===== config.mk =====
export PLATFORM = sky130hd
export DESIGN_NAME = channel_fifo
export DESIGN_NICKNAME = d
export VERILOG_FILES = /design/src/hdl/eth_stream_pkg.sv /design/src/hdl/channel_fifo.sv
export SDC_FILE = /design/constraint.sdc
export NUM_CORES = 2
export LEC_CHECK = 0
export BUFFER_PORTS_ARGS = -buffer_cell sky130_fd_sc_hd__buf_2
export CAP_MARGIN = 5
export CORE_MARGIN = 5
export CORE_UTILIZATION = 65
export CTS_CLUSTER_SIZE = 40
export DETAILED_ROUTE_END_ITERATION = 12
export PLACE_DENSITY = 0.82
export SLEW_MARGIN = 20
export SYNTH_ARGS = -nofsm -noshare
export SYNTH_HDL_FRONTEND = slang
export SYNTH_SLANG_ARGS = --single-unit

===== constraint.sdc =====
create_clock -name clk_125 -period 8.9 [get_ports clk_125]
set_clock_uncertainty 0.2 [all_clocks]
set_input_delay 0 -clock clk_125 [delete_from_list [all_inputs] [get_ports clk_125]]
set_output_delay 0 -clock clk_125 [all_outputs]
set_load 0.01 [all_outputs]

===== src/hdl/eth_stream_pkg.sv =====
package eth_stream_pkg;

	// ------------------------------
	// sizes
	localparam int DATA_W = 32; // sample and bus word
	localparam int BLOCK_WORDS = 16; // payload words per frame
	localparam int BLOCK_BYTES = 64; // goes out in the length field
	localparam int HDR_WORDS = 8;
	localparam int FIFO_DEPTH = 64; // per channel
	localparam int FILL_W = 7;
	localparam int SLOTS = 2; // payload buffer slots
	localparam int RESTART_CYCLES = 1000; // hold-off after restart

	localparam int WORD_AW = $clog2(BLOCK_WORDS); // word index inside a block
	localparam int FIFO_AW = $clog2(FIFO_DEPTH);
	localparam int SLOT_W = $clog2(SLOTS);
	localparam int SLOT_CNT_W = $clog2(SLOTS + 1); // counts 0..SLOTS
	localparam int FRAME_WORDS = HDR_WORDS + BLOCK_WORDS + 1; // header, payload, checksum
	localparam int BEAT_W = $clog2(FRAME_WORDS);
	localparam int RESTART_W = $clog2(RESTART_CYCLES + 1);

	// ------------------------------
	// spi register map
	localparam int SPI_ADDR_W = 8;
	localparam int SPI_DATA_W = 64;
	localparam int SPI_XFER_BITS = SPI_ADDR_W + SPI_DATA_W; // address then data
	localparam int SPI_CNT_W = $clog2(SPI_XFER_BITS + 1);
	localparam logic [SPI_ADDR_W-1:0] ADDR_CONTROL = 8'd15; // bit 0 is stream_off
	localparam logic [SPI_ADDR_W-1:0] ADDR_IP = 8'd21;
	localparam logic [SPI_ADDR_W-1:0] ADDR_PORT = 8'd22;
	localparam logic [SPI_ADDR_W-1:0] ADDR_MAC_MY = 8'd23;
	localparam logic [SPI_ADDR_W-1:0] ADDR_MAC_DEST = 8'd24;

	// ------------------------------
	// spi data word, read by address
	typedef struct packed {
		logic [31:0] ip_my;
		logic [31:0] ip_dest;
	} cfg_ip_t;

	typedef struct packed {
		logic [31:0] unused;
		logic [15:0] port_my;
		logic [15:0] port_dest; // control port, data goes to +1
	} cfg_port_t;

	typedef struct packed {
		logic [15:0] unused;
		logic [47:0] mac;
	} cfg_mac_t;

	typedef union packed {
		cfg_ip_t ip;
		cfg_port_t port;
		cfg_mac_t mac;
	} cfg_payload_u;

	typedef struct packed {
		logic [31:0] ip_my;
		logic [31:0] ip_dest;
		logic [15:0] port_my;
		logic [15:0] port_dest;
		logic [47:0] mac_my;
		logic [47:0] mac_dest;
		logic stream_off; // 1 stops and flushes the stream
	} stream_cfg_t;

	// ------------------------------
	// datapath words
	typedef struct packed {
		logic [DATA_W-1:0] data;
		logic wr;
	} sample_in_t;

	typedef struct packed {
		logic en;
		logic [SLOT_W-1:0] slot;
		logic [WORD_AW-1:0] addr;
		logic [DATA_W-1:0] data;
	} buf_wr_t;

	typedef struct packed {
		logic [SLOT_W-1:0] slot;
		logic [7:0] channel;
		logic [15:0] length; // bytes
		logic [DATA_W-1:0] checksum; // payload sum mod 2^32
		logic [31:0] stamp; // {interval, packet count}
	} block_desc_t;

	typedef struct packed {
		logic [DATA_W-1:0] data;
		logic sop;
		logic eop;
		logic wren;
	} tx_word_t;

endpackage


===== src/hdl/channel_fifo.sv =====
`timescale 1ns/10ps

module channel_fifo (
	input logic clk_125,
	input logic rst_crc,
	input logic flush,
	input eth_stream_pkg::sample_in_t wr_in,
	input logic rd,
	output logic [eth_stream_pkg::DATA_W-1:0] data,
	output logic [eth_stream_pkg::FILL_W-1:0] fill
);

	logic [eth_stream_pkg::DATA_W-1:0] mem [eth_stream_pkg::FIFO_DEPTH];
	logic [eth_stream_pkg::FIFO_AW-1:0] wr_ptr;
	logic [eth_stream_pkg::FIFO_AW-1:0] rd_ptr;
	logic wr_ok;
	logic rd_ok;

	assign wr_ok = wr_in.wr && !flush
		&& (fill != eth_stream_pkg::FILL_W'(eth_stream_pkg::FIFO_DEPTH)); // drop when full
	assign rd_ok = rd && (fill != '0);

	always_ff @(posedge clk_125)
	begin
		if (wr_ok)
			mem[wr_ptr] <= wr_in.data;
	end

	// ------------------------------
	// pointers and fill count
	always_ff @(posedge clk_125)
	begin
		if (rst_crc || flush)
		begin
			wr_ptr <= '0;
			rd_ptr <= '0;
			fill <= '0;
		end
		else
		begin
			if (wr_ok)
				wr_ptr <= wr_ptr + 1'b1; // wraps at depth
			if (rd_ok)
				rd_ptr <= rd_ptr + 1'b1;
			case ({wr_ok, rd_ok})
				2'b10: fill <= fill + 1'b1;
				2'b01: fill <= fill - 1'b1;
				default: ; // both or neither
			endcase
		end
	end

	assign data = mem[rd_ptr]; // head word, valid while fill > 0

	// assembler only reads words it has counted
	a_no_underflow: assert property (@(posedge clk_125) disable iff (rst_crc)
		!(rd && fill == '0))
		else $error("channel_fifo read while empty");

endmodule


# Word level (Yosys, flattened, before mapping)
# Memory sizes are Yosys's and may differ from the RTL's. A register that Yosys moved wholly into a read port is not among the register bits.
# Index checks and enable logic that the tools add are counted.
[op_classes] n_addsub=4 mux=5 n_eq_ne=3 n_reduce_logical=7
[op_table] operator="one-hot mux 7 bit (2 select lines)" count=1
[op_table] operator="adder 6 x 1 -> 6 bit, second input constant" count=2
[op_table] operator="two-way mux 6 bit" count=2
[op_table] operator="adder 7 x 1 -> 7 bit, second input constant" count=1
[op_table] operator="inequality test 7 bit, second input constant" count=1
[op_table] operator="nonzero test 7 bit" count=1
[op_table] operator="subtractor 7 x 1 -> 7 bit, second input constant" count=1
[op_table] operator="logical AND 1 bit" count=3
[op_table] operator="== test 2 x 1 -> 1 bit, second input constant" count=1
[op_table] operator="== test 2 bit, second input constant" count=1
[op_table] operator="two-way mux 1 bit" count=2
[op_table] operator="nonzero test 2 bit" count=1
[op_table] operator="zero test 1 bit" count=1
[op_table] operator="logical OR 1 bit" count=1
[word_totals] elab_cells=23 memories=1 output_inout_bits=39 ram_bits=2048 input_bits=37 reg_bits=19
[memory_table] name="mem" words=64 word_bits=32 read_ports=1 rd_clocked_by_memory_dff=1 write_ports=1 line="channel_fifo.sv:13" source="logic [eth_stream_pkg::DATA_W-1:0] mem [eth_stream_pkg::FIFO_DEPTH];"

# Longest topological paths before layout
[logic_depth] word_depth=5 ltp_mapped=14 depth_no_buf=11

# Worst setup path before layout
# OpenSTA, ideal clock, no wires.
[synth_path] path_kind="flip-flop to flip-flop" start="reg fill[3] (netlist bit)" end="reg fill[6] (netlist bit)" arrival_ps=3413 setup_time_ps=72 stages_incl_launch_ff=14 slack_ps=5215 cell_sequence="dfxtp_1 -> buf_2 -> nor2_1 -> a31oi_1 -> ha_1 -> clkbuf_1 -> clkbuf_1 -> xor2_1 -> ha_1 -> a21oi_1 -> o41ai_1 -> a22o_1 -> a2111oi_0 -> mux2i_1"
[synth_between] elab_chain_cells=4
[synth_lines] element="start, declared" line="channel_fifo.sv:10" source="output logic [eth_stream_pkg::FILL_W-1:0] fill"
[synth_lines] element="start signal, assigned" line="channel_fifo.sv:46" source="2'b10: fill <= fill + 1'b1;"
[synth_lines] element="start signal, assigned" line="channel_fifo.sv:47" source="2'b01: fill <= fill - 1'b1;"
[synth_lines] element="branches (longest 4 deep; another with subtractor 7 x 1 -> 7 bit)"
# Parallel ways; which one is timed is not known.
# A chain may end at the register's enable or synchronous reset.

==> metrics <==
largest family of logic cells by synthesized area=multiplexers; Reg2Reg Launch Point=fill[3]$_SDFFE_PP0P_; Post-Place Cells=5156; Worst-path clk slew=70 ps; CTS Sinks=2073; clock latency on the worst-skew pair=840 ps; Max Slew Vio Count=0; Slew @ Worst Pin=1190 ps; Syn. warnings=0; RSZ-0062 raised after global routing=no; Max Fanout on Critical Path=56; synthesized-area fraction occupied by and/or/nand/nor cells=0.0184; worst slack, placed=4710 ps; critical path type=reg2out; R2R Setup Slk=4280 ps; drc violations=0; H-tree levels=4; final WL=232000 um; Wirelength per Cell=41.7 um; Die Ht=359 um; Setup crit start kind=flop; reg-to-reg endpoint=mem[13][4]$_DFFE_PP_; layout cells sized above 1=0.262; vias in the first global route=42900; CP required=8700 ps; cell type with the largest total area after synthesis=edfxtp_1; Syn Area/Cell=22.3 sq um; Non-Filler Instances=5558; Vias/cell=7.65; DP Wirelength=107000 um; peak supply drop=246 uV; Max Root-Sink Buffers=3; crit path to=data[14]; Initial Util=0.653; Core Area=122000 sq um; Sum Neg Setup Slack=0 ps; Main synth FF type=edfxtp_1; final setup fails=0; GRT Util Overall=0.350; Final Hold Viols=0; post-synthesis compound-gate area fraction=0.0291; Vias=42500; Area contributors post-synth=edfxtp_1 78%, mux4_2 14%, mux2i_1 1.4%; DR iter-0 viols=8695; area share of the largest cell type after synthesis=0.775; Routability Congestion=0.841; status=finished clean; Synth Instances=3564; I/O pin total=76; Mapped Area=79300 sq um; cell area power density=218 nW/um^2; number of flops mapped to enable cells by yosys=2048; sequential-to-total area share from yosys stat=0.782; number of CTS-inserted buffers=191; fin crit share=0.598; max-slew headroom at the worst pin=0.206; P_leak=27.0 nW; Crit path arrival time=5120 ps; Async SR Flop Fraction=0; Die W=359 um; drt first pass iters=6; first-pass GRT wire length=318000 um; Root Buffer=clkbuf_16; post-synthesis cell type count=62; gr ovfl total=0; TritonCTS clock tree=yes; Area growth syn-to-layout=11.6%; full die area=129000 sq um; initial antenna violation count=6; adder-cell share of the synthesized area=0.000789; Reg2Reg Depth=5; crit end category=output port; Synth top cells by count=2048 x edfxtp_1, 491 x mux4_2, 139 x nor2_1; min-delay worst type=in2reg; Port Buffers=75; max cap viols=0; Tmin final=5320 ps; Seq cells post-synth=2073; largest net degree at the start of global routing=145; portion of netlist area occupied by mux cells=0.155; syn nets=3606; Final nets=3807; Fmax achieved=188 MHz; Final WS setup=3580 ps; Final ANT Viol Nets=0; most frequent cell after synthesis=edfxtp_1; row cnt=128; Post-Synth XOR/XNOR Area=0.00144
critical path, stage by stage (launching register included):
cell,delay [ps]
dfxtp_4,810
buf_4,820
and2_2,300
buf_4,750
a221oi_1,270
o21ai_0,200
nand2_1,140
nor2_1,590
buf_2,260
kinds of logic (layout without fill, tap and decap cells):
logic type	count (synthesis)	in the layout
flops	2073	2073
mux	614	614
compound gates	338	338
simple gates	310	310
buf+inv	211	573
xor+xnor	13	13
fa+ha+maj	5	5
other cells	0	7
cell usage in the layout (no fill, tap or decap), types with 17 or more instances in the layout:
master         Yosys  routed
edfxtp_1        2048    2048
mux4_2           491     491
clkbuf_16          0     193
buf_4             35     119
mux2i_1          108     108
nor2_1           139      75
nor2_4             0      64
a21oi_1           60      60
nand2_1           57      57
o21ai_0           57      57
a221oi_1          56      56
o22ai_1           51      51
clkinv_1           0      47
buf_2             91      46
clkbuf_1          63      45
dlygate4sd3_1      0      39
clkinv_2           0      34
nor2b_1           32      31
o221ai_1          25      25
dfxtp_1           25      20
a211oi_1          19      19
nor3_1            17      17
stage by stage:
| step | power [mW] | area [sq um] | hold WS [ps] | util |
|---|---|---|---|---|
| 3_5_place_dp | 11.3 | 82000 | 143 | 0.675 |
| 3_3_place_gp | 11.3 | 82000 | 104 | 0.674 |
| 4_1_cts | 19.2 | 88400 | 6.80 | 0.727 |
| 5_1_grt | 19.7 | 88600 | 37.0 | 0.728 |
| 6_report | 19.3 | 88600 | 38.5 | 0.729 |
| 2_1_floorplan | 11.1 | 79300 | -101 | - |
metal layers:
layer  wire [um]  vias to the layer above  GRT usage
met5          68                        -    0.00111
met4       17200                        4      0.201
met3       34300                     1039     0.0924
met2      109000                     4641      0.541
met1       70500                    21400      0.460
li1            -                    15500          -
registers in the layout, indices dropped and copies added, names as in the netlist, named ones only:
register	cells
rd_ptr	6
wr_ptr	6
mem	2048
fill	7
how the worst min path moves through the flow:
| stage | start | endpoint | slack (ps) | depth (start not counted) |
|---|---|---|---|---|
| 2_1_floorplan | wr_in[1] | mem[0][0]$_DFFE_PP_ | -100 | 0 |
| 3_3_place_gp | rst_crc | fill[3]$_SDFFE_PP0P_ | 100 | 3 |
| 3_5_place_dp | rst_crc | fill[3]$_SDFFE_PP0P_ | 140 | 3 |
| 4_1_cts | flush | wr_ptr[5]$_SDFFE_PP0P_ | 7 | 4 |
| 5_1_grt | wr_in[16] | mem[35][15]$_DFFE_PP_ | 40 | 2 |
| 6_report | wr_in[16] | mem[57][15]$_DFFE_PP_ | 40 | 2 |
power breakdown:
group	internal (mW)	switching, mW	leakage [nW]
Combinational	0.0995	0.265	5.43
Clock	4.44	3.73	2.95
Sequential	10.7	0.00750	18.6
cell type report:
class | instances | area [sq um]
diodes | 7 | 17.5
clock buffers | 243 | 5070
clock inverters | 111 | 960
fillers | 6081 | 33000
inverters | 6 | 25.0
multi-input cells | 1280 | 16700
flip-flops and latches | 2073 | 62000
well taps | 1625 | 2030
repair buffers | 213 | 1700
repair_timing:
| action | 4_1_cts | 5_1_grt |
|---|---|---|
| hold buffers | 39 | 0 |
| gates resized for setup | 0 | 0 |
| hold endpoints to repair | 2073 | 0 |
| buffers inserted | 0 | 0 |
No activity file was read; power rests on OpenSTA's default activity.
