--- src/hdl/eth_stream_pkg.sv ---
package eth_stream_pkg;

	// ------------------------------
	// sizes
	localparam int DATA_W = 32; // sample and bus word
	localparam int BLOCK_WORDS = 16; // payload words per frame
	localparam int BLOCK_BYTES = 64; // goes out in the length field
	localparam int HDR_WORDS = 8;
	localparam int FIFO_DEPTH = 64; // per channel
	localparam int FILL_W = 7;
	localparam int SLOTS = 2; // payload buffer slots
	localparam int RESTART_CYCLES = 1000; // hold-off after restart

	localparam int WORD_AW = $clog2(BLOCK_WORDS); // word index inside a block
	localparam int FIFO_AW = $clog2(FIFO_DEPTH);
	localparam int SLOT_W = $clog2(SLOTS);
	localparam int SLOT_CNT_W = $clog2(SLOTS + 1); // counts 0..SLOTS
	localparam int FRAME_WORDS = HDR_WORDS + BLOCK_WORDS + 1; // header, payload, checksum
	localparam int BEAT_W = $clog2(FRAME_WORDS);
	localparam int RESTART_W = $clog2(RESTART_CYCLES + 1);

	// ------------------------------
	// spi register map
	localparam int SPI_ADDR_W = 8;
	localparam int SPI_DATA_W = 64;
	localparam int SPI_XFER_BITS = SPI_ADDR_W + SPI_DATA_W; // address then data
	localparam int SPI_CNT_W = $clog2(SPI_XFER_BITS + 1);
	localparam logic [SPI_ADDR_W-1:0] ADDR_CONTROL = 8'd15; // bit 0 is stream_off
	localparam logic [SPI_ADDR_W-1:0] ADDR_IP = 8'd21;
	localparam logic [SPI_ADDR_W-1:0] ADDR_PORT = 8'd22;
	localparam logic [SPI_ADDR_W-1:0] ADDR_MAC_MY = 8'd23;
	localparam logic [SPI_ADDR_W-1:0] ADDR_MAC_DEST = 8'd24;

	// ------------------------------
	// spi data word, read by address
	typedef struct packed {
		logic [31:0] ip_my;
		logic [31:0] ip_dest;
	} cfg_ip_t;

	typedef struct packed {
		logic [31:0] unused;
		logic [15:0] port_my;
		logic [15:0] port_dest; // control port, data goes to +1
	} cfg_port_t;

	typedef struct packed {
		logic [15:0] unused;
		logic [47:0] mac;
	} cfg_mac_t;

	typedef union packed {
		cfg_ip_t ip;
		cfg_port_t port;
		cfg_mac_t mac;
	} cfg_payload_u;

	typedef struct packed {
		logic [31:0] ip_my;
		logic [31:0] ip_dest;
		logic [15:0] port_my;
		logic [15:0] port_dest;
		logic [47:0] mac_my;
		logic [47:0] mac_dest;
		logic stream_off; // 1 stops and flushes the stream
	} stream_cfg_t;

	// ------------------------------
	// datapath words
	typedef struct packed {
		logic [DATA_W-1:0] data;
		logic wr;
	} sample_in_t;

	typedef struct packed {
		logic en;
		logic [SLOT_W-1:0] slot;
		logic [WORD_AW-1:0] addr;
		logic [DATA_W-1:0] data;
	} buf_wr_t;

	typedef struct packed {
		logic [SLOT_W-1:0] slot;
		logic [7:0] channel;
		logic [15:0] length; // bytes
		logic [DATA_W-1:0] checksum; // payload sum mod 2^32
		logic [31:0] stamp; // {interval, packet count}
	} block_desc_t;

	typedef struct packed {
		logic [DATA_W-1:0] data;
		logic sop;
		logic eop;
		logic wren;
	} tx_word_t;

endpackage

--- src/hdl/stream_framer.sv ---
`timescale 1ns/10ps

module stream_framer (
	input logic clk_125,
	input logic rst_crc,
	input eth_stream_pkg::stream_cfg_t cfg,
	input eth_stream_pkg::buf_wr_t buf_wr,
	input eth_stream_pkg::block_desc_t desc,
	input logic desc_valid,
	input logic tx_rdy,
	output eth_stream_pkg::tx_word_t tx,
	output logic frame_done
);

	logic [eth_stream_pkg::DATA_W-1:0] ram [eth_stream_pkg::SLOTS * eth_stream_pkg::BLOCK_WORDS];
	eth_stream_pkg::block_desc_t q_desc; // one-entry queue
	logic q_valid;
	eth_stream_pkg::block_desc_t cur; // frame on the wire
	eth_stream_pkg::stream_cfg_t hdr; // header fields, taken at start
	logic busy;
	logic take;
	logic [eth_stream_pkg::BEAT_W-1:0] beat;
	logic [eth_stream_pkg::BEAT_W-1:0] pay_idx;
	logic last_beat;
	logic [eth_stream_pkg::DATA_W-1:0] word;

	always_ff @(posedge clk_125)
	begin
		if (buf_wr.en)
			ram[{buf_wr.slot, buf_wr.addr}] <= buf_wr.data;
	end

	assign take = !busy && q_valid;
	assign last_beat = beat == eth_stream_pkg::BEAT_W'(eth_stream_pkg::FRAME_WORDS - 1);
	assign pay_idx = beat - eth_stream_pkg::BEAT_W'(eth_stream_pkg::HDR_WORDS);

	// ------------------------------
	// descriptor queue
	always_ff @(posedge clk_125)
	begin
		if (rst_crc)
			q_valid <= 1'b0;
		else
		begin
			if (take)
				q_valid <= 1'b0;
			if (desc_valid)
				q_valid <= 1'b1; // refill wins over take
		end
	end

	always_ff @(posedge clk_125)
	begin
		if (desc_valid)
			q_desc <= desc;
		if (take)
		begin
			cur <= q_desc;
			hdr <= cfg;
		end
	end

	// ------------------------------
	// beat counter, steps on tx_rdy only
	always_ff @(posedge clk_125)
	begin
		if (rst_crc)
		begin
			busy <= 1'b0;
			beat <= '0;
		end
		else if (take)
		begin
			busy <= 1'b1;
			beat <= '0;
		end
		else if (busy && tx_rdy)
		begin
			if (last_beat)
			begin
				busy <= 1'b0;
				beat <= '0;
			end
			else
				beat <= beat + 1'b1;
		end
	end

	always_comb
	begin
		word = ram[{cur.slot, pay_idx[eth_stream_pkg::WORD_AW-1:0]}]; // payload words 8..23
		case (beat)
			5'd0: word = hdr.mac_dest[47:16];
			5'd1: word = {hdr.mac_dest[15:0], hdr.mac_my[47:32]};
			5'd2: word = hdr.mac_my[31:0];
			5'd3: word = hdr.ip_my;
			5'd4: word = hdr.ip_dest;
			5'd5: word = {hdr.port_my, hdr.port_dest + 16'd1}; // data port is control + 1
			5'd6: word = cur.stamp;
			5'd7: word = {8'd0, cur.channel, cur.length};
			5'd24: word = cur.checksum;
			default: ;
		endcase
	end

	always_comb
	begin
		tx.data = word;
		tx.sop = busy && (beat == '0);
		tx.eop = busy && last_beat;
		tx.wren = busy && tx_rdy;
	end

	assign frame_done = tx.wren && last_beat;

	a_wren_rdy: assert property (@(posedge clk_125) disable iff (rst_crc)
		tx.wren |-> tx_rdy)
		else $error("beat sent without tx_rdy");

	// stalled word must not move, its slot is still counted in use
	a_hold: assert property (@(posedge clk_125) disable iff (rst_crc)
		busy && !tx_rdy |=> $stable(beat) && $stable(tx.data))
		else $error("word changed during back-pressure");

endmodule

--- config.mk ---
export PLATFORM = sky130hd
export DESIGN_NAME = stream_framer
export DESIGN_NICKNAME = d
export VERILOG_FILES = /design/src/hdl/eth_stream_pkg.sv /design/src/hdl/stream_framer.sv
export SDC_FILE = /design/constraint.sdc
export NUM_CORES = 1
export LEC_CHECK = 0
export BUFFER_PORTS_ARGS = -buffer_cell sky130_fd_sc_hd__buf_2
export CAP_MARGIN = 5
export CORE_UTILIZATION = 35
export CTS_BUF_LIST = sky130_fd_sc_hd__clkbuf_8
export CTS_CLUSTER_DIAMETER = 100
export DETAILED_ROUTE_END_ITERATION = 12
export SYNTH_ARGS = -nofsm -noshare
export SYNTH_HDL_FRONTEND = slang
export SYNTH_SLANG_ARGS = --single-unit
export TNS_END_PERCENT = 50
--- constraint.sdc ---
create_clock -name clk_125 -period 34.2 [get_ports clk_125]
set_input_delay 1.71 -clock clk_125 [delete_from_list [all_inputs] [get_ports clk_125]]
set_output_delay 1.71 -clock clk_125 [all_outputs]
set_load 0.01 [all_outputs]
[Word level (Yosys, flattened, before mapping)]
Memories as Yosys holds them, arrays and structs flattened.
Cells that the tools add are included.
Operators by class
  eq/ne operators: 8
  multiplexer cells: 9
  add/subtract/negate cells: 3
  reduce and logical (&&, ||, !) cells: 12
Operators with widths (count)
  case mux 32 bit (9 select lines): 1
  equality test 5 x 3 -> 1 bit (second input constant): 4
  adder 16 x 1 -> 16 bit (second input constant): 1
  equality test 5 x 2 -> 1 bit (second input constant): 2
  two-way mux 1 bit: 7
  nonzero test 2 bit: 3
  adder 5 x 1 -> 5 bit (second input constant): 1
  equality test 5 x 1 -> 1 bit (second input constant): 1
  equality test 5 bit (second input constant): 1
  logical AND 1 bit: 5
  zero test 5 bit: 1
  two-way mux 5 bit: 1
  subtractor 4 bit (second input constant): 1
  AND reduction 2 bit: 1
  OR reduction 2 bit: 1
  zero test 1 bit: 1
Storage, ports and cells
  memories: 1
  word-level logic and storage cells: 52
  register bits: 377
  memory bits (writable): 1024
Memory list
  ram: words 32, bits a word 32, rd ports 1, clocked after Yosys merged registers in 0, wr ports 1, line stream_framer.sv:15  | logic [eth_stream_pkg::DATA_W-1:0] ram [eth_stream_pkg::SLOTS * eth_stream_pkg::BLOCK_WORDS];

[Logic depth before layout (Yosys ltp)]
  word-level depth: 4
  depth in mapped cells: 14

[Least setup slack after synthesis]
OpenSTA, ideal clock, no wires.
  kind: reg2reg
  start: register busy
  end: register beat[0] in the netlist's numbering
  slack: 20.278 ns
  buffers on the path: 0
  data arrival time: 13.793 ns
  stages on the path, launching flop included: 4
  library setup time: 0.128 ns
  required time: 34.072 ns
  cell sequence: dfxtp_1 -> nor2b_1 -> or3_1 -> nor2_1
Between the ends
  word-level cells in the longest chain between the ends: 3
  elaborated cells between the ends (all ways): 4
Ends and longest elaborated chain
  from (decl): line stream_framer.sv:20  | logic busy;
  from (signal assigned): line stream_framer.sv:69  | busy <= 1'b0;
  from (signal assigned): line stream_framer.sv:74  | busy <= 1'b1;
  from (signal assigned): line stream_framer.sv:81  | busy <= 1'b0;
  zero test 1 bit: line stream_framer.sv:33  | assign take = !busy && q_valid;
  logical AND 1 bit: line stream_framer.sv:33
  via take: line stream_framer.sv:21  | logic take;
  OR reduction 2 bit (no line)
  to (signal assigned): line stream_framer.sv:85  | beat <= beat + 1'b1;
  to (decl): line stream_framer.sv:22  | logic [eth_stream_pkg::BEAT_W-1:0] beat;
The timed path passes the listed nets, and every way through them passes these cells.
A chain may end at the register's enable or synchronous reset.

==> summary.txt <==
Synthesis
  – Simple-gate share of the synthesized area: 0.02262
  – Post-Syn Area: 0.05272 sq mm
  – Flops & latches, synth: 1401
  – EDFF count, synth: 1394
  – Post-Syn Nets: 2740
  – Largest area contributor in the netlist: edfxtp_1
  – Commonest cells in the synthesized netlist: edfxtp_1 (1394), mux4_2 (217), mux2i_1 (96)
  – Synth top area share: 0.7940
  – Main combinational cell family by area after synthesis: multiplexers
  – Syn Area/Cell: 21.87 sq um
  – Primary FF master, synth: edfxtp_1
  – Total number of yosys warnings: 0
  – Async set or reset register ratio after synthesis: 0
  – Post-synthesis xor/xnor area fraction: 0.002990
  – Netlist cell types: 69
  – Dominant cell by count in the synthesized netlist: edfxtp_1
  – Ranking of synthesized cells by area: edfxtp_1 (79%), mux4_2 (9.3%), mux2i_1 (1.8%)
  – Post-Syn Instances: between 2000 and 2500
  – Mux cell area share after synthesis: 0.1212
  – Compound-cell area share of the yosys netlist: 0.04186
  – Adder-cell share of the synthesized area: 0.001187
  – Seq/Total Area, Yosys: 0.7966

Setup path
  – CP max stage delay: 0.82 ns
  – CP Max Fanout: 46
  – Critical Path Start: beat[1]
  – Reg2Reg Setup Slack: 30.92 ns
  – Reg2Reg Depth: 3
  – CP endpoint kind: output pin
  – CP startpoint kind: flip-flop
  – Required time of the critical path: 32.49 ns
  – Crit-path cells: inv_1, ha_1, nor4b_4, buf_4, nor4_2, o31a_1, buf_4, nor3_1, nor3_1, buf_2
  – Critical R2R Launch: busy
  – FF-to-FF End: hdr[10]
  – CP max stage cell: dfxtp_4
  – Crit path DAT: about 5.4 ns
  – Critical path type: flip-flop to output pin

Die
  – Die area: 0.1522 sq mm
  – Initial Util: 0.3524
  – # rows: 142
  – Die extent in x: 390.1 um
  – IO Pins: 360
  – Die height: ~390 um
  – Core ar.: 0.1496 sq mm

Power and ir drop
  – Pleak: 19.52 nW
  – Peak VDD IR: 0.00003903 V
  – P per Cell Area: 55.31 mW/mm^2

CTS
  – Post-CTS Setup Inserts: 0
  – Clk slew on worst S/H paths: 0.07 ns
  – Hold Buf Count CTS: 0
  – Cell chosen for the clock root: clkbuf_8
  – # resized after CTS: 0
  – Clock Sinks: approximately 1400
  – Clk_lat worst skew: 0.92 ns
  – CTS tree: done
  – CTS buffer count: 217
  – Longest Clk Path Bufs: 3
  – # H-tree levels: 4

Global route
  – Largest net degree at the start of global routing: between 100 and 150
  – GRT Util Overall: 0.1848
  – Grt ovf: 0
  – Global-route wire length before repair: 197300 um
  – Initial antenna violation count: 40
  – Number of global-route vias before repair: 26947

Routing
  – Via density: 5.244
  – Routed WL per cell: 27.87 um
  – DRT Wirelength: 143700 um
  – Detailed-routed wire length on met3: 10520 um
  – Metal-1 WL: 56060 um
  – Drt initial violations: 2870
  – Routed Antenna Nets: 0
  – DRC: 0
  – First drt pass iteration count: 8
  – Routed vias: 27025
  – Wire length on met2: 72050 um
  – Top Layer Used: met5

Cells and area
  – Register area: 0.04202 sq mm
  – Layout cells sized above 1: 0.3244
  – Nets: 3267
  – Footprint of the multi-input gates: 0.01038 sq mm
  – P&R area growth vs syn: 16.59%
  – Filler Cell Count: approximately 13000

STA
  – Max Slew Vio Count: 0
  – Slew headroom: 0.2457
  – Final min period: 7.126 ns
  – Hold Vio Cnt, Final: 0
  – Clock skew: between 0.04 and 0.05 ns
  – Unrepaired setup endpoints after global routing: false
  – Setup violators final: 0
  – Transition time of the tightest slew-check pin: 1.129 ns
  – Setup TNS: 0 ns
  – Fin Hold WS: 0.3992 ns
  – Max Clk Rate: 140.3 MHz
  – Period utilisation layout: 0.2084

Worst hold path
  – HP Start: q_desc[28]
  – Hold depth: 0
  – Hold Crit Class: flip-flop to flip-flop
  – Hold EP: cur[28]

Flow run
  – MaxCap Viol Count: 0

Placed design
  – Port bufs: 358
  – Gp weighted congestion: between 0.8 and 0.9
  – Placed wire-length estimate: 79210 um

Status
  – Status: completed
cell families after synthesis:
kind of cell,after synthesis
flops,1401
mux,352
compound gates,276
simple gates,226
buf+inv,133
xor+xnor,18
fa+ha+maj,5
flip-flops by register name, indices dropped and copies added (netlist names):
register,count
beat,5
busy,1
cur,89
hdr,192
q_desc,89
q_valid,1
ram,1024
worst max-delay path by stage:
| stage | slack [ns] | to |
|---|---|---|
| global route | 26.81 | tx[7] |
| detailed placement | 27.88 | tx[7] |
| finish | 27.07 | tx[7] |
| global placement | 27.87 | tx[7] |
| floorplan | 20.28 | beat[0] |
| CTS | 26.86 | tx[7] |
stage by stage:
stage / setup slack [ns] / power [mW] / cells / cell area [sq um] / utilization
finish: 27.07 / 3.400 / 5154 / 61470 / 0.4109
global route: 26.81 / 3.505 / 5150 / 61460 / 0.4108
CTS: 26.86 / 3.425 / 5129 / 61400 / 0.4105
detailed placement: 27.88 / 2.115 / 4735 / 57360 / 0.3834
global placement: 27.87 / 2.111 / 4735 / 57360 / 0.3834
floorplan: 20.28 / 2.048 / 2411 / 52720 / -
report_power, final:
group,internal (mW),total [mW],leakage (nW),switching [mW]
Sequential,1.94,1.95,12.8,0.0126
Combinational,0.0478,0.130,4.44,0.0820
Clock,0.673,1.32,2.30,0.648
Total,2.66,3.40,19.5,0.742
cells in the final DEF (no fill, tap or decap), types with 11 or more instances in the layout:
master | synthesis | routed
o22ai_1 | 27 | 27
clkinv_2 | 0 | 19
mux4_2 | 217 | 217
mux2_2 | 32 | 32
xor2_1 | 11 | 11
nor2_1 | 52 | 18
nand3_1 | 41 | 41
nand2_1 | 54 | 54
nand3b_1 | 13 | 13
inv_1 | 3 | 71
a22o_1 | 22 | 22
buf_4 | 16 | 78
a221oi_1 | 23 | 23
nand4_1 | 12 | 12
mux2i_1 | 96 | 96
diode_2 | 0 | 25
clkinv_1 | 0 | 63
edfxtp_1 | 1394 | 1394
nor2_4 | 0 | 33
a22oi_1 | 39 | 39
a21oi_1 | 25 | 25
buf_2 | 57 | 357
o32ai_1 | 13 | 13
a222oi_1 | 31 | 31
o221ai_1 | 15 | 15
clkbuf_8 | 0 | 220
cell type report:
type                    count  share of cell area
flip-flops and latches   1401              0.6835
multi-input cells         877              0.1688
clock buffers             220             0.04926
well taps                2016             0.04104
repair buffers            438             0.03957
clock inverters           174             0.01659
diodes                     25            0.001018
inverters                   3           0.0001832
critical path, delay by kind of cell (launching register included):
family	cells	cell delay, ns
AO/OA/AOI/OAI	1	0.64
buffers and inverters	4	1.11
flip-flops	1	0.82
AND/OR/NAND/NOR	4	1.51
adder cells (fa/ha/maj)	1	0.40
layer usage:
metal	global-route usage	vias to the layer above
met5	0	-
met4	0.07750	16
met3	0.04159	244
met2	0.3016	1107
met1	0.2376	14241
li1	-	11417
Note: power is estimated with default switching activity, not from simulation.
