$ cat src/hdl/eth_stream_pkg.sv
package eth_stream_pkg;

	// ------------------------------
	// sizes
	localparam int DATA_W = 32; // sample and bus word
	localparam int BLOCK_WORDS = 16; // payload words per frame
	localparam int BLOCK_BYTES = 64; // goes out in the length field
	localparam int HDR_WORDS = 8;
	localparam int FIFO_DEPTH = 64; // per channel
	localparam int FILL_W = 7;
	localparam int SLOTS = 2; // payload buffer slots
	localparam int RESTART_CYCLES = 1000; // hold-off after restart

	localparam int WORD_AW = $clog2(BLOCK_WORDS); // word index inside a block
	localparam int FIFO_AW = $clog2(FIFO_DEPTH);
	localparam int SLOT_W = $clog2(SLOTS);
	localparam int SLOT_CNT_W = $clog2(SLOTS + 1); // counts 0..SLOTS
	localparam int FRAME_WORDS = HDR_WORDS + BLOCK_WORDS + 1; // header, payload, checksum
	localparam int BEAT_W = $clog2(FRAME_WORDS);
	localparam int RESTART_W = $clog2(RESTART_CYCLES + 1);

	// ------------------------------
	// spi register map
	localparam int SPI_ADDR_W = 8;
	localparam int SPI_DATA_W = 64;
	localparam int SPI_XFER_BITS = SPI_ADDR_W + SPI_DATA_W; // address then data
	localparam int SPI_CNT_W = $clog2(SPI_XFER_BITS + 1);
	localparam logic [SPI_ADDR_W-1:0] ADDR_CONTROL = 8'd15; // bit 0 is stream_off
	localparam logic [SPI_ADDR_W-1:0] ADDR_IP = 8'd21;
	localparam logic [SPI_ADDR_W-1:0] ADDR_PORT = 8'd22;
	localparam logic [SPI_ADDR_W-1:0] ADDR_MAC_MY = 8'd23;
	localparam logic [SPI_ADDR_W-1:0] ADDR_MAC_DEST = 8'd24;

	// ------------------------------
	// spi data word, read by address
	typedef struct packed {
		logic [31:0] ip_my;
		logic [31:0] ip_dest;
	} cfg_ip_t;

	typedef struct packed {
		logic [31:0] unused;
		logic [15:0] port_my;
		logic [15:0] port_dest; // control port, data goes to +1
	} cfg_port_t;

	typedef struct packed {
		logic [15:0] unused;
		logic [47:0] mac;
	} cfg_mac_t;

	typedef union packed {
		cfg_ip_t ip;
		cfg_port_t port;
		cfg_mac_t mac;
	} cfg_payload_u;

	typedef struct packed {
		logic [31:0] ip_my;
		logic [31:0] ip_dest;
		logic [15:0] port_my;
		logic [15:0] port_dest;
		logic [47:0] mac_my;
		logic [47:0] mac_dest;
		logic stream_off; // 1 stops and flushes the stream
	} stream_cfg_t;

	// ------------------------------
	// datapath words
	typedef struct packed {
		logic [DATA_W-1:0] data;
		logic wr;
	} sample_in_t;

	typedef struct packed {
		logic en;
		logic [SLOT_W-1:0] slot;
		logic [WORD_AW-1:0] addr;
		logic [DATA_W-1:0] data;
	} buf_wr_t;

	typedef struct packed {
		logic [SLOT_W-1:0] slot;
		logic [7:0] channel;
		logic [15:0] length; // bytes
		logic [DATA_W-1:0] checksum; // payload sum mod 2^32
		logic [31:0] stamp; // {interval, packet count}
	} block_desc_t;

	typedef struct packed {
		logic [DATA_W-1:0] data;
		logic sop;
		logic eop;
		logic wren;
	} tx_word_t;

endpackage

$ cat src/hdl/block_assembler.sv
`timescale 1ns/10ps

module block_assembler (
	input logic clk_125,
	input logic rst_crc,
	input eth_stream_pkg::stream_cfg_t cfg,
	input logic time_clr,
	input logic [15:0] numb_inter,
	input logic [eth_stream_pkg::FILL_W-1:0] fill0,
	input logic [eth_stream_pkg::FILL_W-1:0] fill1,
	input logic [eth_stream_pkg::DATA_W-1:0] data0,
	input logic [eth_stream_pkg::DATA_W-1:0] data1,
	output logic rd0,
	output logic rd1,
	output eth_stream_pkg::buf_wr_t buf_wr,
	output eth_stream_pkg::block_desc_t desc,
	output logic desc_valid,
	input logic frame_done
);

	typedef enum logic [1:0] {S_IDLE, S_READ, S_DONE} state_t;

	state_t state;
	logic [eth_stream_pkg::RESTART_W-1:0] wait_cnt; // hold-off after restart
	logic go;
	logic restart;
	logic [eth_stream_pkg::WORD_AW-1:0] word_cnt;
	logic sel; // channel being read
	logic prefer; // channel served on a tie
	logic pick;
	logic rdy0;
	logic rdy1;
	logic can_start;
	logic reading;
	logic [eth_stream_pkg::DATA_W-1:0] rd_data;
	logic [eth_stream_pkg::DATA_W-1:0] csum;
	logic [eth_stream_pkg::SLOT_W-1:0] wr_slot;
	logic [eth_stream_pkg::SLOT_CNT_W-1:0] slots_used;
	logic [15:0] pkt_cnt;

	assign restart = time_clr || cfg.stream_off;
	assign go = wait_cnt == eth_stream_pkg::RESTART_W'(eth_stream_pkg::RESTART_CYCLES);
	assign rdy0 = fill0 >= eth_stream_pkg::FILL_W'(eth_stream_pkg::BLOCK_WORDS);
	assign rdy1 = fill1 >= eth_stream_pkg::FILL_W'(eth_stream_pkg::BLOCK_WORDS);
	assign pick = (rdy0 && rdy1) ? prefer : rdy1; // 1 means channel 1
	assign can_start = (state == S_IDLE) && go && !restart && !desc_valid
		&& (slots_used < eth_stream_pkg::SLOT_CNT_W'(eth_stream_pkg::SLOTS))
		&& (rdy0 || rdy1);
	assign reading = state == S_READ;
	assign rd0 = reading && !sel;
	assign rd1 = reading && sel;
	assign rd_data = sel ? data1 : data0;

	// ------------------------------
	// restart hold-off
	always_ff @(posedge clk_125)
	begin
		if (rst_crc || restart)
			wait_cnt <= '0;
		else if (!go)
			wait_cnt <= wait_cnt + 1'b1;
	end

	// ------------------------------
	// block sequencer
	always_ff @(posedge clk_125)
	begin
		if (rst_crc)
		begin
			state <= S_IDLE;
			word_cnt <= '0;
			sel <= 1'b0;
			prefer <= 1'b0; // channel 0 goes first
			wr_slot <= '0;
			desc_valid <= 1'b0;
		end
		else
		begin
			desc_valid <= 1'b0;
			if (cfg.stream_off)
				state <= S_IDLE; // abort, fifos are being flushed
			else
			begin
				case (state)
					S_IDLE:
					begin
						if (can_start)
						begin
							state <= S_READ;
							sel <= pick;
							prefer <= !pick; // alternate on ties
							word_cnt <= '0;
						end
					end
					S_READ:
					begin
						word_cnt <= word_cnt + 1'b1;
						if (word_cnt == eth_stream_pkg::WORD_AW'(eth_stream_pkg::BLOCK_WORDS - 1))
							state <= S_DONE;
					end
					S_DONE:
					begin
						desc_valid <= 1'b1; // one cycle after last buffer write
						wr_slot <= wr_slot + 1'b1; // framer frees slots in order
						state <= S_IDLE;
					end
					default: state <= S_IDLE;
				endcase
			end
		end
	end

	// ------------------------------
	// descriptor, checksum, buffer write
	always_ff @(posedge clk_125)
	begin
		if (can_start)
		begin
			desc.slot <= wr_slot;
			desc.channel <= {7'd0, pick};
			desc.length <= 16'(eth_stream_pkg::BLOCK_BYTES);
			desc.stamp <= {numb_inter, pkt_cnt};
			csum <= '0;
		end
		if (reading)
			csum <= csum + rd_data; // wraps mod 2^32
		if (state == S_DONE)
			desc.checksum <= csum;
		buf_wr.slot <= desc.slot;
		buf_wr.addr <= word_cnt;
		buf_wr.data <= rd_data;
	end

	always_ff @(posedge clk_125)
	begin
		if (rst_crc)
			buf_wr.en <= 1'b0;
		else
			buf_wr.en <= reading;
	end

	// ------------------------------
	// packet count and slot usage
	always_ff @(posedge clk_125)
	begin
		if (rst_crc || time_clr)
			pkt_cnt <= '0;
		else if (can_start)
			pkt_cnt <= pkt_cnt + 1'b1;
	end

	always_ff @(posedge clk_125)
	begin
		if (rst_crc)
			slots_used <= '0;
		else
		begin
			case ({desc_valid, frame_done})
				2'b10: slots_used <= slots_used + 1'b1;
				2'b01: slots_used <= slots_used - 1'b1;
				default: ;
			endcase
		end
	end

	a_one_reader: assert property (@(posedge clk_125) disable iff (rst_crc)
		!(rd0 && rd1))
		else $error("both channel fifos read at once");

	// framer must always have room for the new descriptor
	a_slot_free: assert property (@(posedge clk_125) disable iff (rst_crc)
		desc_valid |-> slots_used < eth_stream_pkg::SLOT_CNT_W'(eth_stream_pkg::SLOTS))
		else $error("descriptor issued with all slots in use");

endmodule

$ cat config.mk
export PLATFORM = sky130hd
export DESIGN_NAME = block_assembler
export DESIGN_NICKNAME = d
export VERILOG_FILES = /design/src/hdl/eth_stream_pkg.sv /design/src/hdl/block_assembler.sv
export SDC_FILE = /design/constraint.sdc
export NUM_CORES = 1
export LEC_CHECK = 0
export ABC_AREA = 1
export BUFFER_PORTS_ARGS = -buffer_cell sky130_fd_sc_hd__buf_2
export CORE_AREA = 5 5 160 162
export CTS_BUF_LIST = sky130_fd_sc_hd__clkbuf_2
export DETAILED_ROUTE_END_ITERATION = 8
export DIE_AREA = 0 0 165 167
export GPL_ROUTABILITY_DRIVEN = 0
export GPL_TIMING_DRIVEN = 0
export PLACE_DENSITY_LB_ADDON = 0.2
export SLEW_MARGIN = 20
export SYNTH_ARGS = -nofsm -noshare
export SYNTH_HDL_FRONTEND = slang
export SYNTH_SLANG_ARGS = --single-unit
$ cat constraint.sdc
create_clock -name clk_125 -period 5.3 [get_ports clk_125]
set_input_delay 0.265 -clock clk_125 [delete_from_list [all_inputs] [get_ports clk_125]]
set_output_delay 0.265 -clock clk_125 [all_outputs]
set_load 0.05 [all_outputs]
Yosys cells after proc, flatten, opt, wreduce, memory -nomap -nowiden
Cells that the tools add are included.

$add $sub $neg: 7. Magnitude comparators: 3. Equal/unequal tests: 8. Mux-type cells: 11. Bitwise operators: 1. Reductions and logical operators: 25.

Operator list (number): two-way mux 32 bit (3); adder 32 bit (1); adder 16 x 1 -> 16 bit (second input constant) (1); >= comparator 7 x 5 -> 1 bit (second input constant) (2); adder 10 x 1 -> 10 bit (second input constant) (1); == test 10 bit (second input constant) (1); logical AND 1 bit (8); one-hot mux 2 bit (2 select lines) (2); one-hot mux 4 bit (2 select lines) (1); AND reduction 3 bit (2); nonzero test 2 bit (3); adder 4 x 1 -> 4 bit (second input constant) (1); == test 2 x 1 -> 1 bit (second input constant) (2); == test 2 bit (second input constant) (2); == test 4 bit (second input constant) (1); zero test 1 bit (4); logical OR 1 bit (4); two-way mux 2 bit (2); two-way mux 4 bit (1); AND reduction 2 bit (2); adder 2 x 1 -> 2 bit (second input constant) (1); zero test 2 bit (1); < comparator 2 bit (second input constant) (1); two-way mux 1 bit (2); other kinds (6) (6).

Register bits: 174. Bits of input ports: 291. Output and inout bits: 130. Logic and storage cells: 73.

Depth between registers and ports, before layout
Gate-level depths: netlist of the first run.

Depth after elaboration: 8. Gate-level depth with buffers: 18. Gate-level depth less buffers: 16.

Worst setup path after synthesis of the first run
OpenSTA, ideal clock, no wires.

Path type: flip-flop to flip-flop. Start point: register sel. End point: register csum[28] (netlist bit), data pin. Library setup time: 0.255 ns. Arrival time: 2.393 ns. Required time: 5.045 ns. Path slack: 2.652 ns. Stages on the path, launching flop included: 18. Path buffers: 2. Period minus slack after synthesis: 2.648 ns. Path through: dfxtp_1 clkbuf_1 clkinv_1 clkbuf_1 nand2_1 nand2_1 ha_1 fa_1 nand3_1 nand3_1 nand2_1 nand2_1 nand2_1 nand2_1 nand2_1 nand3_1 nand2_1 nor2_1.

Word-level cells in the longest chain between the ends: 3.

RTL lines: start, declared (line block_assembler.sv:28) `logic sel;`; start signal, assigned (line block_assembler.sv:90) `sel <= pick;`; two-way mux 32 bit (line block_assembler.sv:52) `assign rd_data = sel ? data1 : data0;`; net rd_data, one bit (line block_assembler.sv:35) `logic [eth_stream_pkg::DATA_W-1:0] rd_data;`; adder 32 bit (line block_assembler.sv:126) `csum <= csum + rd_data;`; two-way mux 32 bit (line block_assembler.sv:125) `if (reading)`; end signal, assigned (line block_assembler.sv:126); end, declared (line block_assembler.sv:36) `logic [eth_stream_pkg::DATA_W-1:0] csum;`.

The timed path passes the listed nets, and every way through them passes these cells. A chain may end at the register's enable or synchronous reset.

Final worst setup path of the first run
Start point: register sel. End point: register csum[20] (netlist bit), data pin.

The elaborated chain is that of the path after synthesis.

==> results of run 1 <==
-- report_power, final --
part / internal, mW / switching [mW] / total [mW]
sequential: 1.43 / 0.00433 / 1.44
clock: 0.188 / 0.603 / 0.790
combinational: 0.125 / 0.202 / 0.327
-- registers in the layout (all words and copies together) (netlist names) --
register / count
state: 2
desc: 66
csum: 32
desc_valid: 1
word_cnt: 4
wr_slot: 1
sel: 1
pkt_cnt: 16
slots_used: 2
prefer: 1
wait_cnt: 10
buf_wr: 38
-- area by class of cell --
cell class	instances	area [sq um]	area share
sequential	174	4460	0.391
multi-input combinational	737	3520	0.309
timing repair buffer	290	1960	0.172
inverter	141	536	0.0470
tap	324	405	0.0355
buffer	35	219	0.0192
clock inverter	15	216	0.0190
clock buffer	17	85.1	0.00746
antenna	1	2.50	0.000219
-- critical path, stage by stage, from the launching register on --
cell and delay, ns:
dfxtp_1 0.39, clkbuf_1 0.40, clkinv_1 0.61, clkbuf_1 0.38, nand2_1 0.12, nand2_1 0.06
dlygate4sd3_1 0.59, ha_1 0.27, fa_1 0.46, nand3_1 0.12, nand3_1 0.14, nand2_1 0.10
nand2_1 0.14, nand2_1 0.12, nand2_1 0.12, nand2_1 0.09, nand2_1 0.09, nor2_1 0.10
nor2_1 0.05
-- metal layers --
metal,track usage,vias to the layer above,share of wire
li1,-,4012,-
met1,0.252,3415,0.49
met2,0.277,264,0.42
met3,0.0445,28,0.072
met5,0,-,0
met4,0.0553,0,0.022
-- logic make-up (layout without fill, tap and decap cells) --
group | after synthesis | in the layout
other cells | 2 | 24
compound gates | 106 | 106
fa+ha+maj | 37 | 37
xor+xnor | 9 | 9
flops | 174 | 174
simple gates | 562 | 562
buf+inv | 176 | 498
-- synth_stat cells (all sizes together) --
library cell,n
buf,26
fa,1
and2,1
o21a,3
nand3,34
nand4,10
or2,1
a211oi,1
edfxtp,98
o21ai,30
xnor2,2
conb,2
nor2,139
nor3,11
inv,139
ha,36
a31oi,1
clkinv,2
a21o,3
a21oi,64
xor2,7
nor4,1
clkbuf,9
dfxtp,76
nand2,365
o21bai,4
-- per-stage QoR --
stage / setup slack [ns] / hold slack (ns) / power (mW) / instances / cell area (sq um)
after floorplan: 2.65 / 0.364 / 1.65 / 1087 / 8730
after global placement: 1.27 / 0.382 / 1.73 / 1607 / 10100
after detailed placement: 1.31 / 0.384 / 1.73 / 1609 / 10200
after CTS: 0.709 / 0.0356 / 2.58 / 1732 / 11400
after global routing: 0.483 / 0.0136 / 2.67 / 1734 / 11400
final: 0.733 / 0.0872 / 2.55 / 1734 / 11400
-- worst paths after layout --
| kind | startpoint | slack [ns] | endpoint | cells after the start |
|---|---|---|---|---|
| hold / removal | data1[31] | 0.09 | csum[31]$_SDFFCE_PN0P_ | 6 |
| hold reg to reg | word_cnt[2]$_SDFFE_PP0P_ | 0.38 | buf_wr[34]$_DFF_P_ | 0 |
| setup reg to reg | sel$_SDFFE_PP0P_ | 0.73 | csum[20]$_SDFFCE_PN0P_ | 18 |
| setup / recovery | sel$_SDFFE_PP0P_ | 0.73 | csum[20]$_SDFFCE_PN0P_ | 18 |
==> summary.md, run 1 <==
| Metric | Value |
|---|---|
| First-pass GRT wire length | 39,000 um |
| Share of cells above drive strength 1 | 0.197 |
| Core area | 24,000 sq um |
| Die height | 167 um |
| # clock sinks | 174 |
| Most frequent cells in the layout | nand2_1 (355), buf_2 (197), inv_1 (137), nor2_1 (134), edfxtp_1 (98) |
| I/O Pins | approximately 420 |
| Crit share post-route | 0.862 |
| Hold buffer count at CTS | 91 |
| DR WL/cell | 14.4 um |
| Worst-Skew Late Latency | around 0.80 ns |
| Slew at the pin with the worst max-slew slack | 1.01 ns |
| Die Area | 27,600 sq um |
| Critical Path Sink Type | flip-flop |
| RSZ-0062 raised after global routing | no |
| Post-DR vias/cell | 4.45 |
| Max IR drop VDD | 0.109 mV |
| Synth area leaders | edfxtp_1 (34%), dfxtp_1 (18%), nand2_1 (15%), inv_1 (5.9%), nor2_1 (5.9%) |
| Syn Inst Count | 1,066 |
| Drt first-iter violations | 464 |
| Share of the synthesized area in the top cell type | 0.340 |
| Resize count post-CTS | 0 |
| Worst EP arrival | 5.14 ns |
| Fin crit period | 4.57 ns |
| Final setup fails | 0 |
| # fillers | 2,364 |
| Hold WC Path Type | primary input to flip-flop |
| Layout Utilization | 0.476 |
| First drt pass iteration count | 5 |
| Status | finished clean |
| Worst relative slew slack | 0.326 |
| Via Count | 7,719 |
| Commonest non-fill, non-tap cell in the layout | nand2_1 |
| Die W | 165 um |
| CTS max path bufs | 2 |
| Post-CTS setup buffers | 0 |
| Setup TNS | 0 ns |
| GRT Util Overall | 0.181 |
| DP HPWL | 18,700 um |
| H-tree levels | 4 |
| CTS Buf Count | 17 |
| Detailed Route WL | roughly 25,000 um |
| Post-synthesis average cell area | between 8 and 9 sq um |
| Port Buffer Count | 196 |
| Cell taking the most area after synthesis | edfxtp_1 |
| Initial antenna violation count | 1 |
| Critical path required time | 5.87 ns |
| Number of global-route vias before repair | approximately 7.6k |
| Total grt overflow | 0 |
| Synth-to-layout area growth | 31.8% |
| Num rows | between 50 and 60 |
| Clock root buffer | clkbuf_2 |
| Synth cell types | 41 |
| Clk slew on worst S/H paths | 0.33 ns |
| Synth Area in Adders | 0.0544 |
| Yosys warns | 0 |
| Largest family of logic cells by synthesized area | simple AND/OR/NAND/NOR gates |
| Lkg Pwr | 5.45 nW |
| Sequential-to-total area share from yosys stat | 0.516 |
| Synth Area in Simple Gates | 0.267 |
| Synth Area in XOR/XNOR | 0.00911 |
| Crit path launch type | flip-flop |
| Pin count of the biggest net entering global routing | 34 |
| Area of the mapped netlist | 8650 sq um |
| Final layout net count | ~1.7k |
| Fin Clk Skew | 0.0601 ns |
| CTS tree | done |
| Final Hold Viols | 0 |
| Crit path max fanout | 10 |
| Initial Util | 0.361 |
| F_max | approximately 220 MHz |
| Post-synthesis compound-gate area fraction | 0.0655 |
| Drt drc | 0 |
| Slew Viols, Final | 0 |
| Multiplexer share of the synthesized area | 0 |
| Post-route ant nets | 0 |
| PwrDens | about 220 nW/um^2 |
| Critical path class | flip-flop to flip-flop |
| #FFs+latches synth | 174 |
| Max Cap Viol | 0 |
(Power assumes the default switching activity.)
==> run 2: changes to the inputs <==
- ABC_CLOCK_PERIOD_IN_PS: unset -> 5300
- CTS_BUF_LIST: sky130_fd_sc_hd__clkbuf_2 -> sky130_fd_sc_hd__clkbuf_4
==> summary.md, run 2 (same netlist as run 1, synthesis figures left out) <==
| Metric | Value |
|---|---|
| Status | finished clean (unchanged) |
| Synth-to-layout area growth | 31.4% (was 31.8%) |
| Clock root buffer | clkbuf_4 (was clkbuf_2) |
| Top reg by flops | desc (unchanged) |
| Biggest regs | desc (66), buf_wr (38), csum (32) (unchanged) |
| Hold depth | 3 (was 6) |
| Num rows | 57 (unchanged) |
| Lkg Pwr | 5.42 nW (was 5.45 nW) |
| Clk slew on worst S/H paths | 0.18 ns (was 0.33 ns) |
| Sw Ratio | 0.310 (was 0.317) |
| Worst relative slew slack | 0.326 (about the same) |
| RR Startpoint | sel$_SDFFE_PP0P_ (unchanged) |
| Setup WS pre-CTS | 1.31 ns (unchanged) |
| Max IR drop VDD | 0.111 mV (was 0.109 mV) |
| Critical path class | flip-flop to flip-flop (unchanged) |
| DP HPWL | 18,700 um (unchanged) |
| Final setup fails | 0 (unchanged) |
| First drt pass iteration count | 5 (unchanged) |
| Worst R2R Setup Slack | 1.32 ns (was 0.73 ns) |
| Worst hold start | data1[16] (was data1[31]) |
| Slew Viols, Final | 0 (unchanged) |
| H-tree levels | 4 (unchanged) |
| # clock sinks | 174 (unchanged) |
| Number of global-route vias before repair | 7,494 (was 7,552) |
| F_max | 251 MHz (was 219 MHz) |
| Fin Clk Skew | 0.0460 ns (was 0.0601 ns) |
| Port Buffer Count | 196 (unchanged) |
| Area occupied by multi-input gates | 3520 sq um (unchanged) |
| RSZ-0062 raised after global routing | no (unchanged) |
| Crit path launch type | flip-flop (unchanged) |
| Max Cap Viol | 0 (unchanged) |
| CTS Buf Count | 17 (unchanged) |
| Slew at the pin with the worst max-slew slack | 1.01 ns (about the same) |
| Worst EP arrival | 4.34 ns (was 5.14 ns) |
| CTS max path bufs | 2 (unchanged) |
| Post-DR vias/cell | 4.44 (was 4.45) |
| Comb pwr share | 0.124 (was 0.128) |
| Pint | 1.79 mW (was 1.74 mW) |
| Clock network power share | 0.325 (was 0.310) |
| PwrDens | 229 nW/um^2 (was 224 nW/um^2) |
| Initial Util | 0.361 (unchanged) |
| Worst R2R Path Depth | 17 (was 18) |
| Critical path required time | 5.66 ns (was 5.87 ns) |
| Commonest non-fill, non-tap cell in the layout | nand2_1 (unchanged) |
| First-pass GRT wire length | 38,900 um (was 39,000 um) |
| Sequential share of power | 0.551 (was 0.562) |
| Crit path max fanout | 10 (unchanged) |
| Resize count post-CTS | 0 (unchanged) |
| Share of cells above drive strength 1 | 0.198 (was 0.197) |
| Die Area | 27,600 sq um (unchanged) |
| Reg-to-Reg End | csum[20]$_SDFFCE_PN0P_ (unchanged) |
| Hold WC Path Type | primary input to flip-flop (unchanged) |
| Post-route setup slack | 1.32 ns (was 0.733 ns) |
| Register area | 4460 sq um (unchanged) |
| DR WL/cell | 14.3 um (was 14.4 um) |
| Hold buffer count at CTS | 84 (was 91) |
| Hold Path End | buf_wr[16]$_DFF_P_ (was csum[31]$_SDFFCE_PN0P_) |
| Core area | 24,000 sq um (unchanged) |
| Fin crit period | 3.98 ns (was 4.57 ns) |
| Die W | 165 um (unchanged) |
| Most frequent cells in the layout | nand2_1 (355), buf_2 (197), inv_1 (137), nor2_1 (134), edfxtp_1 (98) (unchanged) |
| Post-route ant nets | 0 (unchanged) |
| Via Count | 7,664 (was 7,719) |
| I/O Pins | 421 (unchanged) |
| GRT Util Overall | 0.180 (was 0.181) |
| Drt drc | 0 (unchanged) |
| Pin count of the biggest net entering global routing | 34 (unchanged) |
| Initial antenna violation count | 1 (unchanged) |
| Detailed Route WL | 24,800 um (was 24,900 um) |
| CTS tree | done (unchanged) |
| Die height | 167 um (unchanged) |
| Worst-Skew Late Latency | 0.61 ns (was 0.80 ns) |
| # fillers | 2,370 (was 2,364) |
| Total grt overflow | 0 (unchanged) |
| Max reg flops | 66 (unchanged) |
| Sw power | 804 uW (was 809 uW) |
| Drt first-iter violations | 412 (was 464) |
| Layout Utilization | 0.474 (was 0.476) |
| Final layout net count | 1,716 (was 1,724) |
| Critical Path Sink Type | flip-flop (unchanged) |
| Crit share post-route | 0.751 (was 0.862) |
| Final Hold Viols | 0 (unchanged) |
| Post-CTS setup buffers | 0 (unchanged) |
| Setup TNS | 0 ns (unchanged) |
[run 2: how the worst max path moves through the flow]
stage | startpoint | to | slack (ns)
4_1_cts | sel$_SDFFE_PP0P_ | csum[29]$_SDFFCE_PN0P_ | 1.27
3_5_place_dp | sel$_SDFFE_PP0P_ | csum[21]$_SDFFCE_PN0P_ | 1.31
6_report | sel$_SDFFE_PP0P_ | csum[20]$_SDFFCE_PN0P_ | 1.32
3_3_place_gp | sel$_SDFFE_PP0P_ | csum[29]$_SDFFCE_PN0P_ | 1.27
2_1_floorplan | sel$_SDFFE_PP0P_ | csum[28]$_SDFFCE_PN0P_ | 2.65
5_1_grt | sel$_SDFFE_PP0P_ | csum[22]$_SDFFCE_PN0P_ | 1.02
[run 2: through the flow]
stage	area, sq um	power (mW)	hold slack, ns	std cells
2_1_floorplan	8730	1.65	0.364	1087
3_3_place_gp	10100	1.73	0.382	1607
3_5_place_dp	10200	1.73	0.384	1609
4_1_cts	11400	2.63	0.00119	1725
5_1_grt	11400	2.72	0.0216	1726
6_report	11400	2.60	0.0462	1726
[run 2: layout make-up]
type	count	share of cell area
clock buffer	17	0.0112
tap	324	0.0357
sequential	174	0.393
buffer	35	0.0193
clock inverter	15	0.0190
timing repair buffer	282	0.165
antenna	1	0.000220
inverter	141	0.0471
multi-input combinational	737	0.310
[run 2: layer usage]
metal,global-route usage,up-vias,routed length (um)
met3,0.0428,28,1700
met5,0,-,0
met2,0.279,250,10500
li1,-,3995,-
met4,0.0517,0,476
met1,0.251,3391,12100
[run 2: power by group through the flow]
stage          clock network, mW  registers, mW  logic (mW)
6_report                   0.844           1.43       0.322
3_3_place_gp                   0           1.46       0.270
4_1_cts                    0.877           1.43       0.321
5_1_grt                    0.930           1.43       0.353
3_5_place_dp                   0           1.46       0.271
2_1_floorplan                  0           1.51       0.145
[run 2: worst max-delay path, cell delays in order (launching register included)]
cell and delay [ns]:
dfxtp_1 0.36, clkbuf_1 0.40, clkinv_1 0.60, clkbuf_1 0.38, nand2_1 0.11, nand2_1 0.10, ha_1 0.27, fa_1 0.46
nand3_1 0.12, nand3_1 0.14, nand2_1 0.10, nand2_1 0.14, nand2_1 0.11, nand2_1 0.11, nand2_1 0.09, nand2_1 0.09
nor2_1 0.10, nor2_1 0.05
